--- src/rtl/sram_pkg.sv ---
package sram_pkg;

  // bank number sits in the upper address bits
  localparam int BANK_BITS = 2;

  // one external chip per bank
  localparam int NUM_BANKS = 1 << BANK_BITS;

  // address width of a single chip
  localparam int ROW_BITS = 8;

  // word width, same on every chip
  localparam int DATA_BITS = 16;

  // flat requester address
  localparam int ADDR_BITS = BANK_BITS + ROW_BITS;

  // split view of the flat address
  typedef struct packed {
    logic [BANK_BITS-1:0] bank;
    logic [ROW_BITS-1:0]  row;
  } sram_addr_split_t;

  // one address word, seen either flat or as bank plus row
  typedef union packed {
    logic [ADDR_BITS-1:0] flat;
    sram_addr_split_t     split;
  } sram_addr_u;

  // finished read held by a bank until the merger takes it
  typedef struct packed {
    logic [ROW_BITS-1:0]  row;
    logic [DATA_BITS-1:0] data;
  } rd_result_t;

endpackage

--- src/rtl/bank_req_if.sv ---
`timescale 1ns/1ps

interface bank_req_if;
  import sram_pkg::*;

  // single-cycle request strobe, no back-pressure
  logic                 strobe;
  // high for a write, low for a read
  logic                 write;
  // row inside the selected chip
  logic [ROW_BITS-1:0]  row;
  // write data, ignored on reads
  logic [DATA_BITS-1:0] wdata;
  // bank is running a chip cycle or holding a read result
  logic                 busy;

  // router side issues requests and watches busy
  modport router (
    output strobe,
    output write,
    output row,
    output wdata,
    input  busy
  );

  // sequencer side takes requests and reports busy
  modport bank (
    input  strobe,
    input  write,
    input  row,
    input  wdata,
    output busy
  );

endinterface

--- src/rtl/sram_req_router.sv ---
`timescale 1ns/1ps

module sram_req_router (
  input  logic                           oe_n,
  input  logic                           reset,
  input  logic                           req,
  input  logic                           req_write,
  input  sram_pkg::sram_addr_u           req_addr,
  input  logic [sram_pkg::DATA_BITS-1:0] req_wdata,
  bank_req_if.router                     banks [sram_pkg::NUM_BANKS],
  output logic [sram_pkg::NUM_BANKS-1:0] bank_busy
);
  import sram_pkg::*;

  // registered request, one cycle between req and bank strobe
  logic                 req_q;
  logic                 write_q;
  sram_addr_u           addr_q;
  logic [DATA_BITS-1:0] wdata_q;

  // decoded per-bank strobes
  logic [NUM_BANKS-1:0] strobe;

  // request valid, one cycle behind req
  always_ff @(posedge oe_n) begin
    if (!reset) begin
      req_q <= 1'b0;
    end else begin
      req_q <= req;
    end
  end

  // request payload, the address is stored through its flat view
  always_ff @(posedge oe_n) begin
    if (req) begin
      write_q     <= req_write;
      addr_q.flat <= req_addr.flat;
      wdata_q     <= req_wdata;
    end
  end

  // bank select comes from the split view of the stored address
  always_comb begin
    strobe = '0;
    if (req_q) begin
      strobe[addr_q.split.bank] = 1'b1;
    end
  end

  generate
    for (genvar g = 0; g < NUM_BANKS; g++) begin : g_bank
      // every bank sees the same payload, only one gets the strobe
      assign banks[g].strobe = strobe[g];
      assign banks[g].write  = write_q;
      assign banks[g].row    = addr_q.split.row;
      assign banks[g].wdata  = wdata_q;

      // a bank counts as busy from the strobe cycle on
      assign bank_busy[g] = banks[g].busy | strobe[g];
    end
  endgenerate

endmodule

--- src/rtl/sram_bank_seq.sv ---
`timescale 1ns/1ps

module sram_bank_seq #(
  parameter int READ_CYCLES  = 3,
  parameter int WRITE_CYCLES = 2
) (
  input  logic                           oe_n,
  input  logic                           reset,
  bank_req_if.bank                       req,
  output logic                           mem_ce_n,
  output logic                           mem_we_n,
  output logic                           mem_oe_n,
  output logic [sram_pkg::ROW_BITS-1:0]  mem_addr,
  output logic [sram_pkg::DATA_BITS-1:0] mem_dout,
  output logic                           mem_drive,
  input  logic [sram_pkg::DATA_BITS-1:0] mem_din,
  output logic                           rd_done,
  output sram_pkg::rd_result_t           rd_result,
  input  logic                           rd_taken
);
  import sram_pkg::*;

  // counter must hold the longer of the two phase lengths
  localparam int MAX_CYCLES = (READ_CYCLES > WRITE_CYCLES) ? READ_CYCLES : WRITE_CYCLES;
  localparam int CNT_BITS   = $clog2(MAX_CYCLES + 1);

  // fsm encoding
  localparam logic [2:0] ST_IDLE      = 3'd0;
  localparam logic [2:0] ST_WR_SETUP  = 3'd1;
  localparam logic [2:0] ST_WR_PULSE  = 3'd2;
  localparam logic [2:0] ST_WR_HOLD   = 3'd3;
  localparam logic [2:0] ST_RD_ACCESS = 3'd4;
  localparam logic [2:0] ST_RD_WAIT   = 3'd5;

  logic [2:0]           state;
  logic [CNT_BITS-1:0]  cnt;

  // row and data held for the whole chip cycle
  logic [ROW_BITS-1:0]  row_q;
  logic [DATA_BITS-1:0] wdata_q;
  // read word captured at the end of the access phase
  logic [DATA_BITS-1:0] rdata_q;

  // last cycle of the read access phase
  logic                 rd_last;

  assign rd_last = (state == ST_RD_ACCESS) && (cnt == '0);

  // control path
  always_ff @(posedge oe_n) begin
    if (!reset) begin
      state   <= ST_IDLE;
      cnt     <= '0;
      rd_done <= 1'b0;
    end else begin
      // rd_done is a single-cycle pulse
      rd_done <= 1'b0;
      case (state)
        ST_IDLE: begin
          if (req.strobe) begin
            if (req.write) begin
              state <= ST_WR_SETUP;
            end else begin
              state <= ST_RD_ACCESS;
              cnt   <= CNT_BITS'(READ_CYCLES - 1);
            end
          end
        end
        // chip selected, address and data settle before we_n falls
        ST_WR_SETUP: begin
          state <= ST_WR_PULSE;
          cnt   <= CNT_BITS'(WRITE_CYCLES - 1);
        end
        ST_WR_PULSE: begin
          if (cnt == '0) begin
            state <= ST_WR_HOLD;
          end else begin
            cnt <= cnt - 1'b1;
          end
        end
        // the chip stores on the rising we_n, pins stay put one more cycle
        ST_WR_HOLD: begin
          state <= ST_IDLE;
        end
        ST_RD_ACCESS: begin
          if (cnt == '0) begin
            state   <= ST_RD_WAIT;
            rd_done <= 1'b1;
          end else begin
            cnt <= cnt - 1'b1;
          end
        end
        // result stays on rd_result until the merger takes it
        ST_RD_WAIT: begin
          if (rd_taken) begin
            state <= ST_IDLE;
          end
        end
        default: begin
          state <= ST_IDLE;
        end
      endcase
    end
  end

  // payload registers
  always_ff @(posedge oe_n) begin
    if (state == ST_IDLE && req.strobe) begin
      row_q   <= req.row;
      wdata_q <= req.wdata;
    end
    if (rd_last) begin
      rdata_q <= mem_din;
    end
  end

  // pin decode straight from the state register
  assign mem_ce_n  = !(state == ST_WR_SETUP || state == ST_WR_PULSE ||
                       state == ST_WR_HOLD || state == ST_RD_ACCESS);
  assign mem_we_n  = (state != ST_WR_PULSE);
  assign mem_oe_n  = (state != ST_RD_ACCESS);
  assign mem_drive = (state == ST_WR_SETUP || state == ST_WR_PULSE || state == ST_WR_HOLD);
  assign mem_addr  = row_q;
  assign mem_dout  = wdata_q;

  assign rd_result.row  = row_q;
  assign rd_result.data = rdata_q;

  // busy covers the chip cycle and the wait for the merger
  assign req.busy = (state != ST_IDLE);

  // the router must respect busy, there is no back-pressure
  a_no_strobe_busy: assert property (@(posedge oe_n) disable iff (!reset)
    req.strobe |-> !req.busy);

  // never enable chip outputs while we drive the shared bus
  a_no_bus_fight: assert property (@(posedge oe_n) disable iff (!reset)
    !mem_oe_n |-> !mem_drive);

  // address held for as long as the chip stays selected
  a_addr_stable: assert property (@(posedge oe_n) disable iff (!reset)
    (!mem_ce_n && $past(!mem_ce_n)) |-> $stable(mem_addr));

endmodule

--- src/rtl/read_merge.sv ---
`timescale 1ns/1ps

module read_merge (
  input  logic                           oe_n,
  input  logic                           reset,
  input  logic [sram_pkg::NUM_BANKS-1:0] rd_done,
  input  sram_pkg::rd_result_t           rd_result [sram_pkg::NUM_BANKS],
  output logic [sram_pkg::NUM_BANKS-1:0] rd_taken,
  output logic                           rd_valid,
  output sram_pkg::sram_addr_u           rd_addr,
  output logic [sram_pkg::DATA_BITS-1:0] rd_data
);
  import sram_pkg::*;

  // one finished read waiting per bank, word itself stays in the bank
  logic [NUM_BANKS-1:0] pending;
  // bank with first claim in the next search
  logic [BANK_BITS-1:0] ptr;

  // search state
  logic [BANK_BITS-1:0] idx;
  logic [BANK_BITS-1:0] sel;
  logic                 found;

  // round-robin search starting at ptr
  always_comb begin
    idx   = ptr;
    sel   = ptr;
    found = 1'b0;
    for (int i = 0; i < NUM_BANKS; i++) begin
      // index wraps naturally at BANK_BITS
      idx = ptr + BANK_BITS'(i);
      if (!found && pending[idx]) begin
        sel   = idx;
        found = 1'b1;
      end
    end
  end

  // winner is returned this cycle and released in its bank
  always_comb begin
    rd_taken = '0;
    if (found) begin
      rd_taken[sel] = 1'b1;
    end
  end

  assign rd_valid = found;
  assign rd_data  = rd_result[sel].data;

  // flat address rebuilt from bank index and row
  assign rd_addr.split.bank = sel;
  assign rd_addr.split.row  = rd_result[sel].row;

  always_ff @(posedge oe_n) begin
    if (!reset) begin
      pending <= '0;
      ptr     <= '0;
    end else begin
      pending <= (pending & ~rd_taken) | rd_done;
      // the bank after the winner goes first next time
      if (found) begin
        ptr <= sel + BANK_BITS'(1);
      end
    end
  end

  // a bank stays busy until taken, so a second result cannot arrive early
  a_no_double_done: assert property (@(posedge oe_n) disable iff (!reset)
    (rd_done & pending) == '0);

endmodule

--- src/rtl/sram_ctrl_top.sv ---
`timescale 1ns/1ps

module sram_ctrl_top #(
  parameter int READ_CYCLES  = 3,
  parameter int WRITE_CYCLES = 2
) (
  input  logic                                                oe_n,
  input  logic                                                reset,
  // requester side
  input  logic                                                req,
  input  logic                                                req_write,
  input  logic [sram_pkg::ADDR_BITS-1:0]                      req_addr,
  input  logic [sram_pkg::DATA_BITS-1:0]                      req_wdata,
  output logic [sram_pkg::NUM_BANKS-1:0]                      bank_busy,
  output logic                                                rd_valid,
  output logic [sram_pkg::ADDR_BITS-1:0]                      rd_addr,
  output logic [sram_pkg::DATA_BITS-1:0]                      rd_data,
  // chip side, one entry per bank
  output logic [sram_pkg::NUM_BANKS-1:0]                      mem_ce_n,
  output logic [sram_pkg::NUM_BANKS-1:0]                      mem_we_n,
  output logic [sram_pkg::NUM_BANKS-1:0]                      mem_oe_n,
  output logic [sram_pkg::NUM_BANKS-1:0][sram_pkg::ROW_BITS-1:0]  mem_addr,
  output logic [sram_pkg::NUM_BANKS-1:0][sram_pkg::DATA_BITS-1:0] mem_dout,
  output logic [sram_pkg::NUM_BANKS-1:0]                      mem_drive,
  input  logic [sram_pkg::NUM_BANKS-1:0][sram_pkg::DATA_BITS-1:0] mem_din
);
  import sram_pkg::*;

  // router to sequencer requests
  bank_req_if bank_req [NUM_BANKS] ();

  // sequencer to merger results
  logic [NUM_BANKS-1:0] rd_done;
  rd_result_t           rd_result [NUM_BANKS];
  logic [NUM_BANKS-1:0] rd_taken;

  sram_req_router u_router (
    .oe_n      (oe_n),
    .reset     (reset),
    .req       (req),
    .req_write (req_write),
    .req_addr  (req_addr),
    .req_wdata (req_wdata),
    .banks     (bank_req),
    .bank_busy (bank_busy)
  );

  generate
    for (genvar g = 0; g < NUM_BANKS; g++) begin : g_bank
      sram_bank_seq #(
        .READ_CYCLES  (READ_CYCLES),
        .WRITE_CYCLES (WRITE_CYCLES)
      ) u_seq (
        .oe_n      (oe_n),
        .reset     (reset),
        .req       (bank_req[g]),
        .mem_ce_n  (mem_ce_n[g]),
        .mem_we_n  (mem_we_n[g]),
        .mem_oe_n  (mem_oe_n[g]),
        .mem_addr  (mem_addr[g]),
        .mem_dout  (mem_dout[g]),
        .mem_drive (mem_drive[g]),
        .mem_din   (mem_din[g]),
        .rd_done   (rd_done[g]),
        .rd_result (rd_result[g]),
        .rd_taken  (rd_taken[g])
      );
    end
  endgenerate

  // results from all banks funnel into one return port
  read_merge u_merge (
    .oe_n      (oe_n),
    .reset     (reset),
    .rd_done   (rd_done),
    .rd_result (rd_result),
    .rd_taken  (rd_taken),
    .rd_valid  (rd_valid),
    .rd_addr   (rd_addr),
    .rd_data   (rd_data)
  );

endmodule

--- config.mk ---
export PLATFORM = sky130hd
export DESIGN_NAME = sram_ctrl_top
export DESIGN_NICKNAME = d
export VERILOG_FILES = /design/src/rtl/sram_pkg.sv /design/src/rtl/bank_req_if.sv /design/src/rtl/sram_req_router.sv /design/src/rtl/sram_bank_seq.sv /design/src/rtl/read_merge.sv /design/src/rtl/sram_ctrl_top.sv
export SDC_FILE = /design/constraint.sdc
export NUM_CORES = 1
export LEC_CHECK = 0
export BUFFER_PORTS_ARGS = -buffer_cell sky130_fd_sc_hd__buf_2
export CAP_MARGIN = 0
export CORE_MARGIN = 2
export CORE_UTILIZATION = 50
export CTS_BUF_LIST = sky130_fd_sc_hd__clkbuf_8
export DETAILED_ROUTE_END_ITERATION = 10
export GPL_TIMING_DRIVEN = 0
export HOLD_SLACK_MARGIN = 0.12
export PLACE_DENSITY = 0.88
export SETUP_SLACK_MARGIN = 0.05
export SLEW_MARGIN = 10
export SYNTH_ARGS = -nofsm -noshare
export SYNTH_HDL_FRONTEND = slang
export SYNTH_HIERARCHICAL = 1
export SYNTH_SLANG_ARGS = --single-unit
--- constraint.sdc ---
create_clock -name oe_n -period 6.5 [get_ports oe_n]
set_clock_uncertainty 0.15 [all_clocks]
set_input_delay 0.325 -clock oe_n [delete_from_list [all_inputs] [get_ports oe_n]]
set_output_delay 0.325 -clock oe_n [all_outputs]
set_load 0.005 [all_outputs]
==> impl_metrics.py, run 1 <==
metrics = {
    "detailed_routing": {
        "drc": 0,
        "final_antenna_net_count": 0,
        "detail_route.first_pass.iterations": 5,
        "via_per_inst": 5.22,
        "first_iter_violations": 457,
        "drt_wl_total_mm": 26.8,
        "vias": 7454,
        "wl_per_cell_um": 18.8,
    },
    "die": {
        "row_count": 50,
        "coreArea_um2": 18800,
        "fp.dieW_um": 143,
        "die_h_um": 143,
        "dieArea_um2": 20400,
        "ioPinCount": 237,
        "initial_utilization_pct": 51.2,
    },
    "synthesis": {
        "yosysWarnings": 6,
        "synth_seq_area_share_pct": 64.7,
        "netlist_instances": 767,
        "ys_types": 56,
        "netlist_area_um2": 9640,
        "synthesis.nets": 865,
        "syn_area_per_cell_um2": 12.6,
        "synth_flop_cell": "edfxtp_1",
        "ys_seq_elements": 218,
        "async_reset_ff_share_pct": 0,
        "synth_edf_count": 187,
    },
    "sta": {
        "worst_slack_ns": 3.50,
        "min_period_ns": 3.00,
        "setup_violations": 0,
        "drv_slew": 0,
        "fmax_mhz": 333,
        "tightest_slew_ns": 0.763,
        "setup-tns-final_ns": 0,
        "rsz0062_at_grt": "no",
        "slew_headroom_pct": 49.1,
        "period_share_pct": 46.1,
        "hold_violations": 0,
    },
    "critical_path": {
        "worst-path-stages": 7,
        "critPathTopFamily": "buffers and inverters",
        "r2r.worst_path.cells": 10,
        "reg2reg_to": "g_bank[3].u_seq/state[2]",
        "crit_required_ns": 6.02,
        "cp-start-kind": "flop",
        "arrival_ns": 2.52,
        "slowest_delay_ns": 0.57,
        "worstSetupEndpoint": "rd_data[4]",
        "cp_max_fo": 10,
        "crit_type": "flop to output pin",
        "startpoint": "u_merge/ptr[0]",
        "worst_path_max_delay_cell": "clkbuf_1",
        "crit_chain": "buf_4, nor2b_2, a21oi_1, o211ai_2, clkbuf_1, a32oi_1, buf_2",
        "worst_setup_path_end_kind": "output pin",
        "worstReg2RegStart": "u_merge/ptr[0]",
        "path_buf_inv": 3,
        "r2r_slack_ns": 4.13,
    },
    "global_route": {
        "grt_usage_pct": 25.5,
        "grt_overflow_total": 0,
        "grt_max_degree": 38,
        "grt_first_pass_wirelength_mm": 39.4,
        "use_met2_pct": 44.2,
        "antenna_found_initial": 0,
        "use_met1_pct": 26.5,
        "top_usage_layer": "met2",
        "grt_pass1_vias": 7822,
        "met3_usage_pct": 8.85,
    },
    "worst_hold_path": {
        "hp-class": "input pin to flop",
    },
    "outcome": {
        "outcome": "complete, no violations",
    },
    "place": {
        "hpwlAfterDp_mm": 16.6,
        "io_buffers": 236,
        "place_ws_ns": 4.06,
        "place_congestion": 0.890,
    },
    "clock_network": {
        "cts-root-buf": "clkbuf_8",
        "hold_buffers": 91,
        "cts_setup_buffers": 0,
        "cts.clk_slew.worst_paths_ns": 0.06,
        "cts_buffers": 37,
        "clock_latency_ns": 0.53,
        "cts-htree-levels": 2,
        "clockBufferDepth": 3,
        "post_cts_resize_count": 0,
        "cts_tree": "built",
        "cts_sinks": 218,
    },
    "final_layout": {
        "layout_commonest_cell": "buf_2",
        "layout.nets": 1239,
        "final_cell_mix": "buf_2 (268), edfxtp_1 (187), buf_4 (117)",
        "drive_gt1_share_pct": 40.9,
        "area_growth_pct": 34.5,
    },
    "power_and_ir_drop": {
        "vdd_ir_drop_max_mv": 0.196,
        "p_total_mw": 5.24,
        "p_leak_nw": 5.29,
        "powerDensity_nw_per_um2": 404,
    },
    "job": {
        "maxCapViolCount": 0,
    },
}
state kept, by name (all words and copies together) (netlist names):
name                   cells
g_bank.u_seq/cnt           8
g_bank.u_seq/mem_addr     32
g_bank.u_seq/mem_dout     64
g_bank.u_seq/rd_done       4
g_bank.u_seq/rdata_q      64
g_bank.u_seq/state        12
u_merge/pending            4
u_merge/ptr                2
u_router/addr_q           10
u_router/banks.wdata      16
u_router/banks.write       1
u_router/req_q             1
worst min path at each step:
| stage | startpoint | endpoint | slack [ns] | cells past startpoint |
|---|---|---|---|---|
| 2_1_floorplan | g_bank[0].u_seq/rd_done | u_merge/pending[0] | 0.26 | 2 |
| 3_3_place_gp | g_bank[2].u_seq/rd_done | u_merge/pending[2] | 0.27 | 2 |
| 3_5_place_dp | g_bank[0].u_seq/rd_done | u_merge/pending[0] | 0.27 | 2 |
| 4_1_cts | reset | g_bank[0].u_seq/state[0] | 0.19 | 2 |
| 5_1_grt | reset | g_bank[0].u_seq/state[0] | 0.24 | 2 |
| 6_report | reset | g_bank[0].u_seq/state[0] | 0.21 | 2 |
through the flow:
step	util (%)	hold slack [ns]	area, µm²	std cells
floorplan	-	0.257	9640	767
finish	68.9	0.208	13000	1429
global route	68.8	0.239	13000	1428
global placement	59.2	0.266	11100	1263
CTS	68.8	0.185	13000	1428
detailed placement	60.2	0.274	11300	1271
per-layer routing:
metal  routed length (µm)  part of all wire (%)
met2                13400                    50
met4                 1380                   5.2
met1                 9410                    35
met3                 2650                   9.9
met5                    0                     0
worst register-to-register path, cell delays in order, from the launching register on:
cell and delay [ns]:
dfxtp_1 0.30, buf_4 0.16, nor2b_2 0.24, a21oi_1 0.08, o211ai_2 0.25, buf_2 0.35, inv_2 0.08, and3_1 0.20
nand2b_1 0.14, a21oi_1 0.18, o221a_1 0.19
cells by family after synthesis:
group,Yosys count,synth area share [%]
muxes,10,1.10
and+or+nand+nor,204,10.7
adders and majority gates,4,0.519
AOI/OAI and AO/OA,138,9.63
xor gates and xnor gates,8,0.727
buffers and inverters,185,12.6
DFF,218,64.7
area by class of cell:
| type | count | area [µm²] |
|---|---|---|
| inverters | 28 | 105 |
| fillers | 1276 | 5860 |
| flip-flops and latches | 218 | 6240 |
| multi-input cells | 364 | 2230 |
| diodes | 1 | 2.50 |
| clock inverters | 29 | 199 |
| plain buffers | 157 | 1110 |
| repair buffers | 335 | 2250 |
| clock buffers | 37 | 509 |
| well taps | 260 | 325 |
synth_stat cells, types with 6 or more instances:
library cell,count,area (µm²)
edfxtp_1,187,5620
buf_4,117,878
nand2_1,96,360
a21oi_1,50,250
nor2_1,34,128
buf_2,32,160
dfxtp_1,31,621
a32oi_1,27,236
inv_1,24,90.1
o21ai_0,19,95.1
nor3_1,13,65.1
nor3b_1,9,67.6
xnor2_1,8,70.1
and2_1,7,43.8
nand2b_1,7,43.8
or3_1,7,43.8
buf_6,6,67.6
power by group:
group / internal [mW] / switching, mW / total (mW)
Clock: 0.624 / 0.570 / 1.19
Sequential: 1.74 / 0.0954 / 1.84
Combinational: 0.918 / 1.29 / 2.21
Total: 3.28 / 1.95 / 5.24
(Power assumes the default switching activity.)
==> run 2: changes to the inputs <==
--- a/config.mk
+++ b/config.mk
@@ -13,7 +13,7 @@
 export DETAILED_ROUTE_END_ITERATION = 10
 export GPL_TIMING_DRIVEN = 0
 export HOLD_SLACK_MARGIN = 0.12
-export PLACE_DENSITY = 0.88
+export PLACE_DENSITY = 0.91
 export SETUP_SLACK_MARGIN = 0.05
 export SLEW_MARGIN = 10
 export SYNTH_ARGS = -nofsm -noshare
==> constraint.sdc (replaced) <==
create_clock -name oe_n -period 2.65 [get_ports oe_n]
set_clock_uncertainty 0.15 [all_clocks]
set_input_delay 0.1325 -clock oe_n [delete_from_list [all_inputs] [get_ports oe_n]]
set_output_delay 0.1325 -clock oe_n [all_outputs]
set_load 0.005 [all_outputs]
==> run 2 against run 1 <==
Sequential power increased by 150%. Sequential cell count unchanged. Largest cell class unchanged. Total power rose to 2.5 times the previous value. Critical endpoint is now rd_addr[2]. Utilization grew 0.77 points. Die area stayed put. Setup slack worse by 3.4 ns. Largest power group unchanged. Register-to-register slack got worse by 3.8 ns. Non-clock buffer count rose by 8. First-iteration DRC count is 42% higher. Critical path type unchanged. Worst hold slack got worse by 0.043 ns. Cell area is 1.1% higher. Clock-buffer cell count up 1.
==> impl_metrics.py, run 2 (synthesized netlist as in run 1, its figures left out) <==
metrics = {
    "final_layout": {
        "drive_gt1_share_pct": 41.7,
        "utilization_pct": 69.6,
        "layout_commonest_cell": "buf_2",
        "final_cell_mix": "buf_2 (255), edfxtp_1 (187), buf_4 (124)",
        "area_growth_pct": 36.0,
        "finalInstanceArea_um2": 13100,
        "layout.cells.non_filler": 1437,
        "layout.nets": 1247,
    },
    "sta": {
        "holdWs_ns": 0.164,
        "slew_headroom_pct": 44.7,
        "rsz0062_at_grt": "yes",
        "tightest_slew_ns": 0.827,
        "setup_violations": 0,
        "drv_slew": 0,
        "hold_violations": 0,
        "fmax_mhz": 388,
        "setup-tns-final_ns": 0,
        "min_period_ns": 2.58,
        "worst_slack_ns": 0.0722,
        "period_share_pct": 97.3,
    },
    "job": {
        "maxCapViolCount": 0,
    },
    "worst_hold_path": {
        "hp-class": "input pin to flop",
    },
    "critical_path": {
        "crit_required_ns": 2.37,
        "worst_setup_path_end_kind": "output pin",
        "arrival_ns": 2.30,
        "cp_max_fo": 10,
        "crit_type": "flop to output pin",
        "cp-start-kind": "flop",
    },
    "place": {
        "dpl.cell_count": 1270,
        "hpwlAfterDp_mm": 17.2,
        "place_area_um2": 11300,
        "place_ws_ns": 0.332,
        "place_congestion": 0.851,
        "io_buffers": 236,
    },
    "detailed_routing": {
        "detail_route.first_pass.iterations": 5,
        "first_iter_violations": 649,
        "final_antenna_net_count": 0,
        "drt_wl_total_mm": 28.6,
        "via_per_inst": 5.23,
        "vias": 7520,
        "drc": 0,
        "wl_per_cell_um": 19.9,
    },
    "global_route": {
        "grt_first_pass_wirelength_mm": 41.5,
        "grt_pass1_vias": 7698,
        "grt_usage_pct": 27.3,
        "grt_overflow_total": 0,
        "grt_max_degree": 38,
        "antenna_found_initial": 1,
    },
    "clock_network": {
        "cts-htree-levels": 2,
        "cts_tree": "built",
        "clock_latency_ns": 0.52,
        "clockBufferDepth": 3,
        "cts_buffers": 37,
        "cts-root-buf": "clkbuf_8",
        "cts_sinks": 218,
        "cts.clk_slew.worst_paths_ns": 0.06,
    },
    "outcome": {
        "outcome": "complete, no violations",
    },
    "die": {
        "coreArea_um2": 18800,
        "fp.dieW_um": 143,
        "dieArea_um2": 20400,
        "row_count": 50,
        "ioPinCount": 237,
        "die_h_um": 143,
        "initial_utilization_pct": 51.2,
    },
    "power_and_ir_drop": {
        "powerDensity_nw_per_um2": 1000,
        "vdd_ir_drop_max_mv": 0.710,
        "p_leak_nw": 5.34,
        "p_total_mw": 13.1,
    },
}
-- run 2: cell types whose count changed in the layout (fill, tap and decap cells not counted), moves of 3 or more --
cell,change
clkbuf_4,+5
buf_6,+4
buf_2,-13
buf_4,+7
buf_8,+3
nand2_1,-3
clkinv_1,+5
nand2_2,+3
-- run 2: final cells by class --
type	count	area (µm²)
diodes	1	2.50
plain buffers	157	1200
clock buffers	38	523
clock inverters	28	126
fillers	1262	5720
inverters	28	108
multi-input cells	364	2260
flip-flops and latches	218	6240
well taps	260	325
repair buffers	343	2330
-- run 2: where the power goes --
part | switching (mW) | leakage, nW | internal (mW)
Sequential | 0.244 | 1.97 | 4.27
Combinational | 3.28 | 3.00 | 2.58
Clock | 1.42 | 0.371 | 1.35
-- run 2: routing by layer --
| layer | part of all wire, % | vias up | GRT usage, % |
|---|---|---|---|
| met5 | 0 | - | 0 |
| met2 | 52 | 408 | 49.2 |
| li1 | - | 3417 | - |
| met1 | 35 | 3595 | 29.1 |
| met4 | 4.5 | 0 | 13.6 |
| met3 | 8.5 | 100 | 8.18 |
-- run 2: what timing repair did --
| item | CTS | global route |
|---|---|---|
| pin swaps | 0 | 8 |
| hold endpoints to repair | 149 | 0 |
| cloned | 0 | 1 |
| hold buffers | 93 | 0 |
| setup buffers | 0 | 6 |
| gates resized for setup | 8 | 36 |
| setup endpoints to repair | 24 | 24 |
-- run 2: path summary, 6_finish.rpt --
kind / start / endpoint / slack [ns] / depth (start not counted)
worst max-delay path: u_merge/pending[0] / rd_addr[2] / 0.07 / 9
worst min-delay path: req_wdata[6] / u_router/banks[0].wdata[6] / 0.16 / 2
worst max register to register: g_bank[2].u_seq/state[1] / g_bank[2].u_seq/mem_dout[1] / 0.35 / 4
worst min register to register: g_bank[2].u_seq/rd_done / u_merge/pending[2] / 0.27 / 2
-- run 2: critical path, cell delays in order (launching register included) --
cell and delay, ns:
dfxtp_1 0.32, buf_4 0.16, and3b_1 0.19, nor4_4 0.20, nor2_4 0.10, inv_4 0.10, buf_4 0.20, nand2_1 0.11
a32oi_2 0.24, buf_2 0.15
==> run 3: changes to the inputs <==
--- a/config.mk
+++ b/config.mk
@@ -13,7 +13,7 @@
 export DETAILED_ROUTE_END_ITERATION = 10
 export GPL_TIMING_DRIVEN = 0
 export HOLD_SLACK_MARGIN = 0.12
-export PLACE_DENSITY = 0.91
+export PLACE_DENSITY_LB_ADDON = 0.08
 export SETUP_SLACK_MARGIN = 0.05
 export SLEW_MARGIN = 10
 export SYNTH_ARGS = -nofsm -noshare
==> run 3 against run 2 <==
Utilization up 0.28 points. Clock-buffer cell count up 4. Setup slack better by 0.055 ns. Sequential cell count unchanged. Total power down 0.91%. Largest power group unchanged.
==> impl_metrics.py, run 3 (synthesized netlist as in run 1, its figures left out) <==
metrics = {
    "sta": {
        "setup_violations": 0,
        "slew_headroom_pct": 50.7,
        "tightest_slew_ns": 0.740,
        "min_period_ns": 2.52,
        "rsz0062_at_grt": "yes",
        "setup-tns-final_ns": 0,
        "drv_slew": 0,
        "period_share_pct": 95.2,
        "hold_violations": 0,
        "holdWs_ns": 0.163,
        "fmax_mhz": 396,
    },
    "final_layout": {
        "layout.nets": 1248,
        "final_cell_mix": "buf_2 (257), edfxtp_1 (187), buf_4 (121)",
        "fill_cells": 1344,
        "drive_gt1_share_pct": 41.2,
        "antennaDiodeCount": 0,
        "area_growth_pct": 36.5,
        "layout.cells.non_filler": 1439,
        "multi_input_area_um2": 2260,
        "layout_commonest_cell": "buf_2",
        "seqCellArea_um2": 6240,
    },
    "detailed_routing": {
        "vias": 7186,
        "final_antenna_net_count": 0,
        "wl_per_cell_um": 17.3,
        "drc": 0,
        "drt_wl_total_mm": 24.9,
        "via_per_inst": 4.99,
        "first_iter_violations": 396,
        "detail_route.first_pass.iterations": 5,
    },
    "global_route": {
        "grt_pass1_vias": 7051,
        "grt_first_pass_wirelength_mm": 36.7,
        "grt_overflow_total": 0,
        "grt_max_degree": 38,
        "grt_usage_pct": 23.6,
        "antenna_found_initial": 0,
    },
    "power_and_ir_drop": {
        "intPower_mw": 8.30,
        "p_total_mw": 13.0,
        "p_comb_share_pct": 43.8,
        "p_sw_mw": 4.72,
        "powerDensity_nw_per_um2": 989,
        "p_leak_nw": 5.38,
        "vdd_ir_drop_max_mv": 0.685,
        "seq_power_share_pct": 34.5,
        "switching_share_pct": 36.2,
        "power_frac_clock_pct": 21.7,
    },
    "die": {
        "dieArea_um2": 20400,
        "ioPinCount": 237,
        "coreArea_um2": 18800,
        "initial_utilization_pct": 51.2,
        "row_count": 50,
        "fp.dieW_um": 143,
        "die_h_um": 143,
    },
    "clock_network": {
        "cts_tree": "built",
        "cts-htree-levels": 2,
        "cts-root-buf": "clkbuf_8",
        "clockBufferDepth": 3,
        "cts.clk_slew.worst_paths_ns": 0.06,
        "cts_sinks": 218,
        "cts_buffers": 38,
        "clock_latency_ns": 0.53,
    },
    "critical_path": {
        "cp-start-kind": "flop",
        "worst_setup_path_end_kind": "output pin",
        "worst_path_max_delay_cell": "dfxtp_1",
        "crit_chain": "clkbuf_4, and3b_1, nor4_4, nor2_4, inv_4, buf_6, nand2_1, a32oi_1, buf_2",
        "cp_max_fo": 10,
        "crit_type": "flop to output pin",
        "arrival_ns": 2.24,
        "slowest_delay_ns": 0.31,
        "crit_required_ns": 2.37,
    },
    "outcome": {
        "outcome": "complete, no violations",
    },
    "place": {
        "hpwlAfterDp_mm": 16.1,
        "dpl.cell_count": 1271,
        "place_congestion": 0.865,
        "io_buffers": 236,
    },
    "worst_hold_path": {
        "hp-class": "input pin to flop",
    },
    "job": {
        "maxCapViolCount": 0,
    },
}
==> run 3: power by group through the flow <==
stage / Combinational (mW) / Clock, mW / Sequential, mW
CTS: 5.25 / 2.90 / 4.49
finish: 5.70 / 2.83 / 4.49
global route: 6.18 / 3.03 / 4.54
global placement: 4.93 / 0 / 4.56
detailed placement: 5.10 / 0 / 4.55
floorplan: 3.20 / 0 / 4.52
==> run 3: area by class of cell <==
type / count / area share [%]
buffer: 157 / 9.00
clock buffer: 42 / 4.39
clock inverter: 27 / 0.988
inverter: 28 / 0.817
multi-input combinational: 364 / 17.1
sequential: 218 / 47.4
tap: 260 / 2.47
timing repair buffer: 343 / 17.8
==> run 3: worst paths after layout <==
check | slack (ns) | cells after the start | end | from
hold reg to reg | 0.27 | 2 | u_merge/pending[2] | g_bank[2].u_seq/rd_done
hold / removal | 0.16 | 2 | u_router/banks[0].wdata[14] | req_wdata[14]
setup reg to reg | 0.46 | 10 | g_bank[3].u_seq/state[2] | u_merge/pending[0]
setup / recovery | 0.13 | 9 | rd_data[11] | u_merge/pending[0]
==> run 3: what timing repair did <==
item,4_1_cts,5_1_grt
endpoints found under the setup margin,23,24
gates cloned,0,1
buffers inserted,0,2
gates resized for setup,3,38
pin swaps,0,3
hold buffers,96,0
endpoints found under the hold margin,149,0
==> run 3: metrics by stage <==
step,area [µm²],setup slack [ns],util (%)
after floorplan,9640,0.0792,-
after global placement,11100,-1.04,59.2
after detailed placement,11300,0.407,60.2
after CTS,13000,0.0241,69.1
after global routing,13200,0.0190,69.9
final,13200,0.127,69.9
==> run 3: metal layers <==
| layer | global-route usage [%] | up-vias | routed length, µm |
|---|---|---|---|
| li1 | - | 3422 | - |
| met1 | 28.4 | 3440 | 10100 |
| met2 | 40.3 | 278 | 12000 |
| met3 | 7.61 | 46 | 2170 |
| met4 | 7.97 | 0 | 583 |
| met5 | 0 | - | 0 |
==> run 3: worst max-delay path: cells and delay by family (launching register included) <==
family | cells | cell delay [ns]
flops | 1 | 0.31
simple gates | 4 | 0.58
compound gates | 1 | 0.23
buf+inv | 4 | 0.59
